<file path="config.mk">
export PLATFORM = sky130hd
export DESIGN_NAME = ucore_top
export DESIGN_NICKNAME = d
export VERILOG_FILES = /design/src/source/bus_pkg.sv /design/src/source/core_pkg.sv /design/src/source/alu.sv /design/src/source/axil_slave.sv /design/src/source/exec_ctrl.sv /design/src/source/reg_file.sv /design/src/source/ucode_seq.sv /design/src/source/ucore_top.sv
export SDC_FILE = /design/constraint.sdc
export NUM_CORES = 2
export LEC_CHECK = 0
export BUFFER_PORTS_ARGS = -buffer_cell sky130_fd_sc_hd__buf_2
export CELL_PAD_IN_SITES_DETAIL_PLACEMENT = 0
export CELL_PAD_IN_SITES_GLOBAL_PLACEMENT = 1
export CORE_MARGIN = 2
export CORE_UTILIZATION = 40
export CTS_CLUSTER_SIZE = 25
export DETAILED_ROUTE_END_ITERATION = 7
export GPL_ROUTABILITY_DRIVEN = 0
export PLACE_DENSITY_LB_ADDON = 0.1
export SYNTH_ARGS = -nofsm -noshare
export SYNTH_HDL_FRONTEND = slang
export SYNTH_SLANG_ARGS = --single-unit
</file>
<file path="constraint.sdc">
create_clock -name clk -period 11.2 [get_ports clk]
set_clock_uncertainty 0.2 [all_clocks]
set_input_delay 1.12 -clock clk [delete_from_list [all_inputs] [get_ports clk]]
set_output_delay 1.12 -clock clk [all_outputs]
set_load 0.01 [all_outputs]
</file>
<file path="src/source/bus_pkg.sv">
`default_nettype none

package bus_pkg;

   localparam int AXIL_ADDR_W = 8;
   localparam int AXIL_DATA_W = 32;

   typedef struct packed {
      logic [AXIL_ADDR_W-1:0] addr;
   } axil_aw_t;

   typedef struct packed {
      logic [AXIL_DATA_W-1:0] data;
   } axil_w_t;

   typedef struct packed {
      logic [AXIL_ADDR_W-1:0] addr;
   } axil_ar_t;

   typedef struct packed {
      logic [AXIL_DATA_W-1:0] data;
      logic [1:0]             resp;
   } axil_r_t;

   localparam logic [1:0] RESP_OKAY = 2'b00;

   // register n sits at ADDR_REG_BASE + 4n.
   localparam logic [AXIL_ADDR_W-1:0] ADDR_INSTR      = 8'h00;
   localparam logic [AXIL_ADDR_W-1:0] ADDR_STATUS     = 8'h04;
   localparam logic [AXIL_ADDR_W-1:0] ADDR_REG_BASE   = 8'h40;
   localparam logic [AXIL_ADDR_W-1:0] REG_WINDOW_MASK = 8'hc0;

   localparam int STATUS_BUSY_BIT    = 0;
   localparam int STATUS_ILLEGAL_BIT = 1;

endpackage

`default_nettype wire

</file>
<file path="src/source/core_pkg.sv">
`default_nettype none

package core_pkg;

   typedef logic [3:0] reg_idx_t;

   // opcodes 10 to 15 are illegal and run as no-ops.
   typedef enum logic [3:0] {
      OP_ADD  = 4'd0,
      OP_SUB  = 4'd1,
      OP_AND  = 4'd2,
      OP_OR   = 4'd3,
      OP_XOR  = 4'd4,
      OP_SHL  = 4'd5,
      OP_SHR  = 4'd6,
      OP_LDI  = 4'd7,
      OP_MUL  = 4'd8,
      OP_POPC = 4'd9
   } opcode_t;

   typedef struct packed {
      opcode_t     opcode;
      reg_idx_t    rd;
      reg_idx_t    rs1;
      reg_idx_t    rs2;
      logic [15:0] imm;
   } instr_t;

   typedef struct packed {
      logic        en;
      reg_idx_t    addr;
      logic [31:0] data;
   } reg_wr_t;

   typedef enum logic [2:0] {
      ALU_ADD, ALU_SUB, ALU_AND, ALU_OR, ALU_XOR, ALU_SHL, ALU_SHR, ALU_PASS_B
   } alu_op_t;

   // loop jumps to target while the step result is nonzero.
   typedef enum logic [1:0] {BR_NEXT, BR_LOOP, BR_DONE} br_t;

   typedef struct packed {
      alu_op_t    op;
      reg_idx_t   dst;
      reg_idx_t   src_a;
      reg_idx_t   src_b;
      logic       use_imm;
      logic [7:0] imm;
      br_t        br;
      logic [4:0] target;
   } uinstr_t;

   localparam int UROM_DEPTH = 32;
   localparam logic [4:0] MUL_ENTRY  = 5'd0;
   localparam logic [4:0] POPC_ENTRY = 5'd9;

   // ghost slots used by the micro programs.
   localparam reg_idx_t GHOST_ZERO = 4'd11;
   localparam reg_idx_t GHOST_TMP  = 4'd12;
   localparam reg_idx_t GHOST_ACC  = 4'd13;
   localparam reg_idx_t GHOST_A    = 4'd14;
   localparam reg_idx_t GHOST_B    = 4'd15;

endpackage

`default_nettype wire

</file>
<file path="src/source/alu.sv">
`timescale 1ns/1ps
`default_nettype none

module alu (
   input  core_pkg::alu_op_t op,
   input  logic [31:0]       a,
   input  logic [31:0]       b,
   output logic [31:0]       y,
   output logic              zero
);
   import core_pkg::*;

   always_comb begin
      case (op)
         ALU_ADD:    y = a + b;
         ALU_SUB:    y = a - b;
         ALU_AND:    y = a & b;
         ALU_OR:     y = a | b;
         ALU_XOR:    y = a ^ b;
         ALU_SHL:    y = a << b[4:0];
         ALU_SHR:    y = a >> b[4:0];
         ALU_PASS_B: y = b;
         default:    y = b;
      endcase
   end

   // loop condition for the sequencer.
   assign zero = (y == 32'd0);

endmodule

`default_nettype wire

</file>
<file path="src/source/axil_slave.sv">
`timescale 1ns/1ps
`default_nettype none

module axil_slave (
   input  logic               clk,
   input  logic               rst,
   input  logic               awvalid,
   output logic               awready,
   input  bus_pkg::axil_aw_t  aw,
   input  logic               wvalid,
   output logic               wready,
   input  bus_pkg::axil_w_t   w,
   output logic               bvalid,
   input  logic               bready,
   input  logic               arvalid,
   output logic               arready,
   input  bus_pkg::axil_ar_t  ar,
   output logic               rvalid,
   input  logic               rready,
   output bus_pkg::axil_r_t   r,
   output logic               issue_valid,
   output core_pkg::instr_t   issue_instr,
   input  logic               issue_ready,
   input  logic               busy,
   input  logic               illegal,
   output core_pkg::reg_idx_t dbg_addr,
   input  logic [31:0]        dbg_data
);
   import bus_pkg::*;

   logic                   wr_go;
   logic                   wr_hs;
   logic                   ar_go;
   logic                   illegal_q;
   logic [AXIL_DATA_W-1:0] status;
   logic [AXIL_DATA_W-1:0] rdata;

   // instruction writes wait for the core, other writes go straight through.
   assign wr_go = awvalid && wvalid && !awready && !bvalid
                  && (issue_ready || aw.addr != ADDR_INSTR);
   assign wr_hs = awready && awvalid && wvalid;

   always_ff @(posedge clk) begin
      if (rst) begin
         awready     <= 1'b0;
         wready      <= 1'b0;
         bvalid      <= 1'b0;
         issue_valid <= 1'b0;
      end else begin
         awready     <= wr_go;
         wready      <= wr_go;
         issue_valid <= wr_hs && (aw.addr == ADDR_INSTR);
         if (wr_hs) begin
            bvalid <= 1'b1;
         end else if (bready) begin
            bvalid <= 1'b0;
         end
      end
   end

   always_ff @(posedge clk) begin
      if (wr_hs) begin
         issue_instr <= w.data;
      end
   end

   assign arready  = !rvalid;
   assign ar_go    = arvalid && arready;
   assign dbg_addr = ar.addr[5:2];

   always_comb begin
      status                     = '0;
      status[STATUS_BUSY_BIT]    = busy;
      status[STATUS_ILLEGAL_BIT] = illegal_q;
   end

   always_comb begin
      if (ar.addr == ADDR_STATUS) begin
         rdata = status;
      end else if ((ar.addr & REG_WINDOW_MASK) == ADDR_REG_BASE) begin
         rdata = dbg_data;
      end else begin
         rdata = '0;
      end
   end

   always_ff @(posedge clk) begin
      if (rst) begin
         rvalid    <= 1'b0;
         illegal_q <= 1'b0;
      end else begin
         if (ar_go) begin
            rvalid <= 1'b1;
         end else if (rready) begin
            rvalid <= 1'b0;
         end
         // sticky until status is read.
         if (illegal) begin
            illegal_q <= 1'b1;
         end else if (ar_go && ar.addr == ADDR_STATUS) begin
            illegal_q <= 1'b0;
         end
      end
   end

   always_ff @(posedge clk) begin
      if (ar_go) begin
         r.data <= rdata;
         r.resp <= RESP_OKAY;
      end
   end

endmodule

`default_nettype wire

</file>
<file path="src/source/exec_ctrl.sv">
`timescale 1ns/1ps
`default_nettype none

module exec_ctrl (
   input  logic               clk,
   input  logic               rst,
   input  logic               issue_valid,
   input  core_pkg::instr_t   issue_instr,
   output logic               issue_ready,
   output logic               busy,
   output logic               illegal,
   output core_pkg::reg_idx_t rd_rs1,
   output core_pkg::reg_idx_t rd_rs2,
   input  logic [31:0]        rs1_data,
   input  logic [31:0]        rs2_data,
   output core_pkg::reg_wr_t  wr,
   output logic               snapshot,
   output core_pkg::reg_idx_t snap_rs1,
   output core_pkg::reg_idx_t snap_rs2,
   output logic               ghost_mode,
   output core_pkg::alu_op_t  alu_op,
   output logic [31:0]        alu_a,
   output logic [31:0]        alu_b,
   input  logic [31:0]        alu_y,
   input  logic               alu_zero,
   output logic               useq_start,
   output logic [4:0]         useq_entry,
   input  core_pkg::uinstr_t  uinstr,
   input  logic               useq_done
);
   import core_pkg::*;

   typedef enum logic [1:0] {S_IDLE, S_RUN, S_COMMIT} state_t;

   state_t      state_q;
   reg_idx_t    rd_q;
   logic [31:0] acc_q;
   logic        issue_go;
   logic        is_regular;
   logic        is_ucode;
   alu_op_t     dec_op;

   always_comb begin
      is_regular = 1'b1;
      is_ucode   = 1'b0;
      dec_op     = ALU_ADD;
      case (issue_instr.opcode)
         OP_ADD:  dec_op = ALU_ADD;
         OP_SUB:  dec_op = ALU_SUB;
         OP_AND:  dec_op = ALU_AND;
         OP_OR:   dec_op = ALU_OR;
         OP_XOR:  dec_op = ALU_XOR;
         OP_SHL:  dec_op = ALU_SHL;
         OP_SHR:  dec_op = ALU_SHR;
         OP_LDI:  dec_op = ALU_PASS_B;
         OP_MUL, OP_POPC: begin
            is_regular = 1'b0;
            is_ucode   = 1'b1;
         end
         default: is_regular = 1'b0;
      endcase
   end

   assign issue_go    = issue_valid && (state_q == S_IDLE);
   assign busy        = (state_q != S_IDLE);
   assign issue_ready = !busy;
   assign ghost_mode  = (state_q == S_RUN);
   assign illegal     = issue_go && !is_regular && !is_ucode;
   assign snapshot    = issue_go && is_ucode;
   assign snap_rs1    = issue_instr.rs1;
   assign snap_rs2    = issue_instr.rs2;
   assign useq_start  = snapshot;
   assign useq_entry  = (issue_instr.opcode == OP_MUL) ? MUL_ENTRY : POPC_ENTRY;

   // operand and writeback routing per state.
   always_comb begin
      rd_rs1  = issue_instr.rs1;
      rd_rs2  = issue_instr.rs2;
      alu_op  = dec_op;
      alu_a   = rs1_data;
      alu_b   = (issue_instr.opcode == OP_LDI) ? {16'd0, issue_instr.imm} : rs2_data;
      wr.en   = issue_go && is_regular;
      wr.addr = issue_instr.rd;
      wr.data = alu_y;
      if (state_q == S_RUN) begin
         rd_rs1  = uinstr.src_a;
         rd_rs2  = uinstr.src_b;
         alu_op  = uinstr.op;
         alu_b   = uinstr.use_imm ? {24'd0, uinstr.imm} : rs2_data;
         wr.en   = 1'b1;
         wr.addr = uinstr.dst;
      end else if (state_q == S_COMMIT) begin
         wr.en   = 1'b1;
         wr.addr = rd_q;
         wr.data = acc_q;
      end
   end

   always_ff @(posedge clk) begin
      if (rst) begin
         state_q <= S_IDLE;
      end else begin
         case (state_q)
            S_IDLE:   if (snapshot) state_q <= S_RUN;
            S_RUN:    if (useq_done) state_q <= S_COMMIT;
            default:  state_q <= S_IDLE;
         endcase
      end
   end

   // done step passes the accumulator through the alu.
   always_ff @(posedge clk) begin
      if (snapshot) begin
         rd_q  <= issue_instr.rd;
         acc_q <= 32'd0;
      end else if (ghost_mode && useq_done && !alu_zero) begin
         acc_q <= alu_y;
      end
   end

endmodule

`default_nettype wire

</file>
<file path="src/source/reg_file.sv">
`timescale 1ns/1ps
`default_nettype none

module reg_file (
   input  logic               clk,
   input  logic               rst,
   input  core_pkg::reg_wr_t  wr,
   input  logic               snapshot,
   input  core_pkg::reg_idx_t snap_rs1,
   input  core_pkg::reg_idx_t snap_rs2,
   input  logic               ghost_mode,
   input  core_pkg::reg_idx_t rs1,
   input  core_pkg::reg_idx_t rs2,
   output logic [31:0]        rs1_data,
   output logic [31:0]        rs2_data,
   input  core_pkg::reg_idx_t dbg_addr,
   output logic [31:0]        dbg_data
);
   import core_pkg::*;

   logic [31:0] arch_q  [16];
   logic [31:0] ghost_q [16];

   always_ff @(posedge clk) begin
      if (rst) begin
         for (int i = 0; i < 16; i++) begin
            arch_q[i]  <= 32'd0;
            ghost_q[i] <= 32'd0;
         end
      end else begin
         // full copy, then operand slots.
         if (snapshot) begin
            for (int i = 0; i < 16; i++) begin
               ghost_q[i] <= arch_q[i];
            end
            ghost_q[GHOST_A] <= arch_q[snap_rs1];
            ghost_q[GHOST_B] <= arch_q[snap_rs2];
         end
         if (wr.en) begin
            if (ghost_mode) begin
               ghost_q[wr.addr] <= wr.data;
            end else begin
               arch_q[wr.addr] <= wr.data;
            end
         end
      end
   end

   assign rs1_data = ghost_mode ? ghost_q[rs1] : arch_q[rs1];
   assign rs2_data = ghost_mode ? ghost_q[rs2] : arch_q[rs2];

   // host view is always architectural.
   assign dbg_data = arch_q[dbg_addr];

endmodule

`default_nettype wire

</file>
<file path="src/source/ucode_seq.sv">
`timescale 1ns/1ps
`default_nettype none

module ucode_seq (
   input  logic              clk,
   input  logic              rst,
   input  logic              start,
   input  logic [4:0]        entry,
   input  logic              result_zero,
   output core_pkg::uinstr_t uinstr,
   output logic              active,
   output logic              done
);
   import core_pkg::*;

   localparam int UPC_W = $clog2(UROM_DEPTH);

   logic [UPC_W-1:0] pc_q;
   logic             active_q;

   function automatic uinstr_t uop(
      input alu_op_t    op,
      input reg_idx_t   dst,
      input reg_idx_t   src_a,
      input reg_idx_t   src_b,
      input logic       use_imm,
      input logic [7:0] imm,
      input br_t        br,
      input logic [4:0] target
   );
      return '{op, dst, src_a, src_b, use_imm, imm, br, target};
   endfunction

   function automatic uinstr_t urom(input logic [UPC_W-1:0] addr);
      uinstr_t w;
      case (addr)
         // multiply by shift and add into acc.
         5'd0:  w = uop(ALU_PASS_B, GHOST_ZERO, GHOST_ZERO, GHOST_ZERO, 1'b1, 8'd0, BR_NEXT, 5'd0);
         5'd1:  w = uop(ALU_PASS_B, GHOST_ACC, GHOST_ACC, GHOST_ACC, 1'b1, 8'd0, BR_NEXT, 5'd0);
         5'd2:  w = uop(ALU_AND, GHOST_TMP, GHOST_B, GHOST_B, 1'b1, 8'd1, BR_NEXT, 5'd0);
         // all ones when the low bit of b is set.
         5'd3:  w = uop(ALU_SUB, GHOST_TMP, GHOST_ZERO, GHOST_TMP, 1'b0, 8'd0, BR_NEXT, 5'd0);
         5'd4:  w = uop(ALU_AND, GHOST_TMP, GHOST_TMP, GHOST_A, 1'b0, 8'd0, BR_NEXT, 5'd0);
         5'd5:  w = uop(ALU_ADD, GHOST_ACC, GHOST_ACC, GHOST_TMP, 1'b0, 8'd0, BR_NEXT, 5'd0);
         5'd6:  w = uop(ALU_SHL, GHOST_A, GHOST_A, GHOST_A, 1'b1, 8'd1, BR_NEXT, 5'd0);
         5'd7:  w = uop(ALU_SHR, GHOST_B, GHOST_B, GHOST_B, 1'b1, 8'd1, BR_LOOP, 5'd2);
         5'd8:  w = uop(ALU_PASS_B, GHOST_ACC, GHOST_ACC, GHOST_ACC, 1'b0, 8'd0, BR_DONE, 5'd0);
         // popcount of b.
         5'd9:  w = uop(ALU_PASS_B, GHOST_ACC, GHOST_ACC, GHOST_ACC, 1'b1, 8'd0, BR_NEXT, 5'd0);
         5'd10: w = uop(ALU_AND, GHOST_TMP, GHOST_B, GHOST_B, 1'b1, 8'd1, BR_NEXT, 5'd0);
         5'd11: w = uop(ALU_ADD, GHOST_ACC, GHOST_ACC, GHOST_TMP, 1'b0, 8'd0, BR_NEXT, 5'd0);
         5'd12: w = uop(ALU_SHR, GHOST_B, GHOST_B, GHOST_B, 1'b1, 8'd1, BR_LOOP, 5'd10);
         5'd13: w = uop(ALU_PASS_B, GHOST_ACC, GHOST_ACC, GHOST_ACC, 1'b0, 8'd0, BR_DONE, 5'd0);
         default: w = uop(ALU_PASS_B, GHOST_ACC, GHOST_ACC, GHOST_ACC, 1'b0, 8'd0, BR_DONE, 5'd0);
      endcase
      return w;
   endfunction

   assign uinstr = urom(pc_q);
   assign active = active_q;
   assign done   = active_q && (uinstr.br == BR_DONE);

   always_ff @(posedge clk) begin
      if (rst) begin
         pc_q     <= '0;
         active_q <= 1'b0;
      end else if (start) begin
         pc_q     <= entry;
         active_q <= 1'b1;
      end else if (active_q) begin
         if (done) begin
            active_q <= 1'b0;
         end else if (uinstr.br == BR_LOOP && !result_zero) begin
            pc_q <= uinstr.target;
         end else begin
            pc_q <= pc_q + 1'b1;
         end
      end
   end

endmodule

`default_nettype wire

</file>
<file path="src/source/ucore_top.sv">
`timescale 1ns/1ps
`default_nettype none

module ucore_top (
   input  logic              clk,
   input  logic              rst,
   input  logic              awvalid,
   output logic              awready,
   input  bus_pkg::axil_aw_t aw,
   input  logic              wvalid,
   output logic              wready,
   input  bus_pkg::axil_w_t  w,
   output logic              bvalid,
   input  logic              bready,
   input  logic              arvalid,
   output logic              arready,
   input  bus_pkg::axil_ar_t ar,
   output logic              rvalid,
   input  logic              rready,
   output bus_pkg::axil_r_t  r
);
   import core_pkg::*;

   logic        issue_valid;
   logic        issue_ready;
   logic        busy;
   logic        illegal;
   instr_t      issue_instr;
   reg_idx_t    rd_rs1;
   reg_idx_t    rd_rs2;
   reg_idx_t    snap_rs1;
   reg_idx_t    snap_rs2;
   reg_idx_t    dbg_addr;
   logic [31:0] rs1_data;
   logic [31:0] rs2_data;
   logic [31:0] dbg_data;
   reg_wr_t     wr;
   logic        snapshot;
   logic        ghost_mode;
   alu_op_t     alu_op;
   logic [31:0] alu_a;
   logic [31:0] alu_b;
   logic [31:0] alu_y;
   logic        alu_zero;
   logic        useq_start;
   logic [4:0]  useq_entry;
   logic        useq_done;
   uinstr_t     uinstr;

   axil_slave u_axil (
      .clk, .rst,
      .awvalid, .awready, .aw,
      .wvalid, .wready, .w,
      .bvalid, .bready,
      .arvalid, .arready, .ar,
      .rvalid, .rready, .r,
      .issue_valid, .issue_instr, .issue_ready,
      .busy, .illegal,
      .dbg_addr, .dbg_data
   );

   exec_ctrl u_ctrl (
      .clk, .rst,
      .issue_valid, .issue_instr, .issue_ready,
      .busy, .illegal,
      .rd_rs1, .rd_rs2, .rs1_data, .rs2_data,
      .wr, .snapshot, .snap_rs1, .snap_rs2, .ghost_mode,
      .alu_op, .alu_a, .alu_b, .alu_y, .alu_zero,
      .useq_start, .useq_entry, .uinstr, .useq_done
   );

   ucode_seq u_useq (
      .clk, .rst,
      .start       (useq_start),
      .entry       (useq_entry),
      .result_zero (alu_zero),
      .uinstr,
      .active      (),
      .done        (useq_done)
   );

   alu u_alu (
      .op   (alu_op),
      .a    (alu_a),
      .b    (alu_b),
      .y    (alu_y),
      .zero (alu_zero)
   );

   reg_file u_rf (
      .clk, .rst,
      .wr, .snapshot, .snap_rs1, .snap_rs2, .ghost_mode,
      .rs1      (rd_rs1),
      .rs2      (rd_rs2),
      .rs1_data, .rs2_data,
      .dbg_addr, .dbg_data
   );

endmodule

`default_nettype wire

</file>
==> summary.md <==
| Metric | Value |
|---|---|
| Clk pwr share | 42.3% |
| Asr flop ratio synth | 0% |
| Cell Area, Placed | about 0.072 mm2 |
| Die Footprint | between 0.15 and 0.2 mm2 |
| Most frequent cells in the layout | edfxtp_1, nor2_1, nand2_1, mux4_2, mux2i_1 |
| Maximum clock rate | around 90 MHz |
| Crit path max-delay family | simple AND/OR/NAND/NOR gates |
| Synth unique cells | between 100 and 150 |
| Final Setup Violations | 0 |
| Period utilization | between 90% and 100% |
| EDFF count, synth | 836 |
| CTS root buffer | clkbuf_16 |
| RSZ-0062 raised after global routing | no |
| DP Cell Count | 8,409 |
| Rows | between 150 and 200 |
| Most common cell after layout, fill and taps aside | edfxtp_1 |
| Crit path top cell by count | nand2_1 |
| Overall routing resource usage | ~42% |
| DIE HEIGHT | between 400 and 500 um |
| CTS tree | done |
| Failing checks | capacitance limit, slew limit |
| DR WL/cell | around 44 um |
| Synthesized area per cell | 10.7 um2 |
| Crit path DAT | between 10,000 and 15,000 ps |
| I/O pin count | 94 |
| Clock tree buffer depth | 3 |
| Via count | between 60k and 70k |
| Ys flop type | edfxtp_1 |
| Routed WL | 380,000 um |
| Largest net degree at the start of global routing | 111 |
| First-pass GRT wire length | slightly above 500,000 um |
| DRT Pass-1 Iters | 6 |
| CP max stage delay | 760 ps |
| Core ar. | around 0.17 mm2 |
| Int Power | between 6000 and 7000 uW |
| Antenna violations before repair | 22 |
| Clock period minus worst slack | between 10,000 and 15,000 ps |
| Maximum fanout along the worst path | 55 |
| Initial Util | 40.2% |
| Synth warnings | 0 |
| Reg power frac | between 40 and 50% |
| Critical setup path kind | flop to flop |
| Max-slew violations | 4 |
| Status | finished with violations |
| Worst EP required | around 12,000 ps |
| Clk_lat worst skew | 790 ps |
| Yosys reg bits | roughly 900 |
| CTS clk-pin slew, worst paths | about 60 ps |
| Post-Syn Area | 0.0688 mm2 |
| Ranking of synthesized cells by area | edfxtp_1, mux4_2, mux2i_1 |
| Post-Place Setup Slack | roughly 170 ps |
| Tot Pwr | 9120 uW |
| Max Cap Violations | 1 |
| Number of CTS-inserted buffers | 110 |
| Cell taking the most area after synthesis | edfxtp_1 |
| Vias per std cell | 7.51 |
| Die W | about 420 um |
| Final Non-Filler Cells | 8,632 |
| Max-Slew Margin vs Limit | -3.74% |
| Worst Setup Start Kind | flop |
| Hold Vio Cnt, Final | 0 |
| Leakage power | ~0.028 uW |
| Final setup margin | between 100 and 150 ps |
| Gate power share | roughly 14% |
| Initial drt markers | approximately 12k |
| Vias in the first global route | 60.4k |
| Worst VDD drop | roughly 0.13 mV |
| Worst min path class | flop to flop |
| Grt ovf | 0 |
| Pwr/cell area | 120 mW/mm2 |
| Sw power | roughly 2600 uW |
| Sink Count | just over 900 |
| Area Overhead vs Synth | 11.0% |
| DRC errors left | 0 |
| Critical Path End Type | flop |
| CTS H-tree depth | 3 |
| Cell area after layout | about 0.076 mm2 |
| Register area share after synthesis | 38.5% |
| Layout cells sized above 1 | between 20% and 30% |
| Port Buf Inserts | between 90 and 100 |
| Slowest CP cell | a221oi_1 |
| Synthesized instance count | around 6.5k |
| Switching fraction of total power | between 20% and 30% |
| Post-synth top area share | 36.5% |
| Antenna-violating nets left | 0 |
| Final net count | 6,451 |
| Post-DP HPWL | roughly 240,000 um |
| Setup TNS | 0 ps |
| Measured slew at the worst slew-check pin | 1540 ps |
| CP bufs+invs | 5 |
[power by group through the flow]
stage	clock [uW]	sequential, uW	combinational (uW)
2_1_floorplan	0	3970	733
3_3_place_gp	0	4040	1220
3_5_place_dp	0	4040	1220
4_1_cts	3860	3970	1220
5_1_grt	3980	3990	1310
6_report	3860	3980	1280
[registers in the layout, summed over array words and instances (netlist names), named ones only]
signal and flops:
u_rf.arch_q 512, u_rf.ghost_q 256, u_axil.issue_instr 32, u_axil.r 32
u_ctrl.acc_q 32, u_useq.pc_q 5, u_ctrl.rd_q 4, u_ctrl.state_q 2
u_axil.awready 1, u_axil.bvalid 1, u_axil.illegal_q 1, u_axil.issue_valid 1
u_axil.rvalid 1, u_useq.active 1
[per-layer routing]
layer | wire (um) | vias to the layer above | share of wire (%) | global-route usage, %
met3 | 56700 | 1486 | 15 | 16.3
met5 | 310 | - | 0.082 | 0
li1 | - | 24800 | - | -
met2 | 157000 | 5944 | 41 | 60.4
met1 | 135000 | 32500 | 36 | 53.5
met4 | 30500 | 32 | 8.0 | 28.1
[area by class of cell]
cell class	count	area, um2
Fill cell	16100	94900
Multi-Input combinational cell	4604	39200
Sequential cell	905	26500
Timing Repair Buffer	401	3030
Clock buffer	126	2830
Tap cell	2233	2790
Inverter	267	1000
Clock inverter	80	920
Antenna cell	16	40.0
[final timing paths]
kind | start | end | slack [ps] | depth (start not counted)
hold / removal | u_axil.illegal_q$_SDFFE_PP0P_ | u_axil.illegal_q$_SDFFE_PP0P_ | 260 | 2
hold reg to reg | u_axil.illegal_q$_SDFFE_PP0P_ | u_axil.illegal_q$_SDFFE_PP0P_ | 260 | 2
setup reg to reg | u_ctrl.state_q[0]$_SDFFE_PP0P_ | flop | 150 | 33
setup / recovery | u_ctrl.state_q[0]$_SDFFE_PP0P_ | flop | 150 | 33
[what timing repair did]
| item | in CTS | in global routing |
|---|---|---|
| gates resized for setup | 0 | 6 |
| setup buffers | 0 | 0 |
| hold buffers | 0 | 0 |
| setup endpoints to repair | 0 | 18 |
[worst register-to-register path: cells and delay by family (launching register included)]
| kind | cells | cell delay [ps] |
|---|---|---|
| simple gates | 13 | 4500 |
| compound gates | 9 | 3270 |
| buf+inv | 5 | 1160 |
| fa+ha+maj | 2 | 720 |
| flops | 1 | 570 |
| mux | 2 | 280 |
| xor+xnor | 2 | 240 |
[cells in the mapped netlist (all sizes together), types with 144 or more instances]
cell type,count
buf,253
nand2,619
o21ai,304
a21oi,159
inv,266
clkbuf,427
mux4,556
nand3,144
nor2,713
o211ai,162
mux2i,345
edfxtp,836
a22oi,148
a211oi,207
[kinds of logic (layout without fill, tap and decap cells)]
group	Yosys count	after routing	synth area share, %
fa+ha+maj	107	107	1.96
flops	905	905	38.5
compound gates	1584	1585	16.5
xor+xnor	58	58	0.739
buf+inv	947	874	5.61
other cells	1	18	0.00545
simple gates	1894	1894	12.5
mux	958	958	24.2
[stage by stage]
| stage | hold WS, ps | utilization [%] |
|---|---|---|
| floorplan | 236 | - |
| global placement | 256 | 42.3 |
| detailed placement | 258 | 42.3 |
| CTS | 267 | 44.5 |
| global route | 283 | 44.6 |
| finish | 261 | 44.6 |
(Power assumes the default switching activity.)
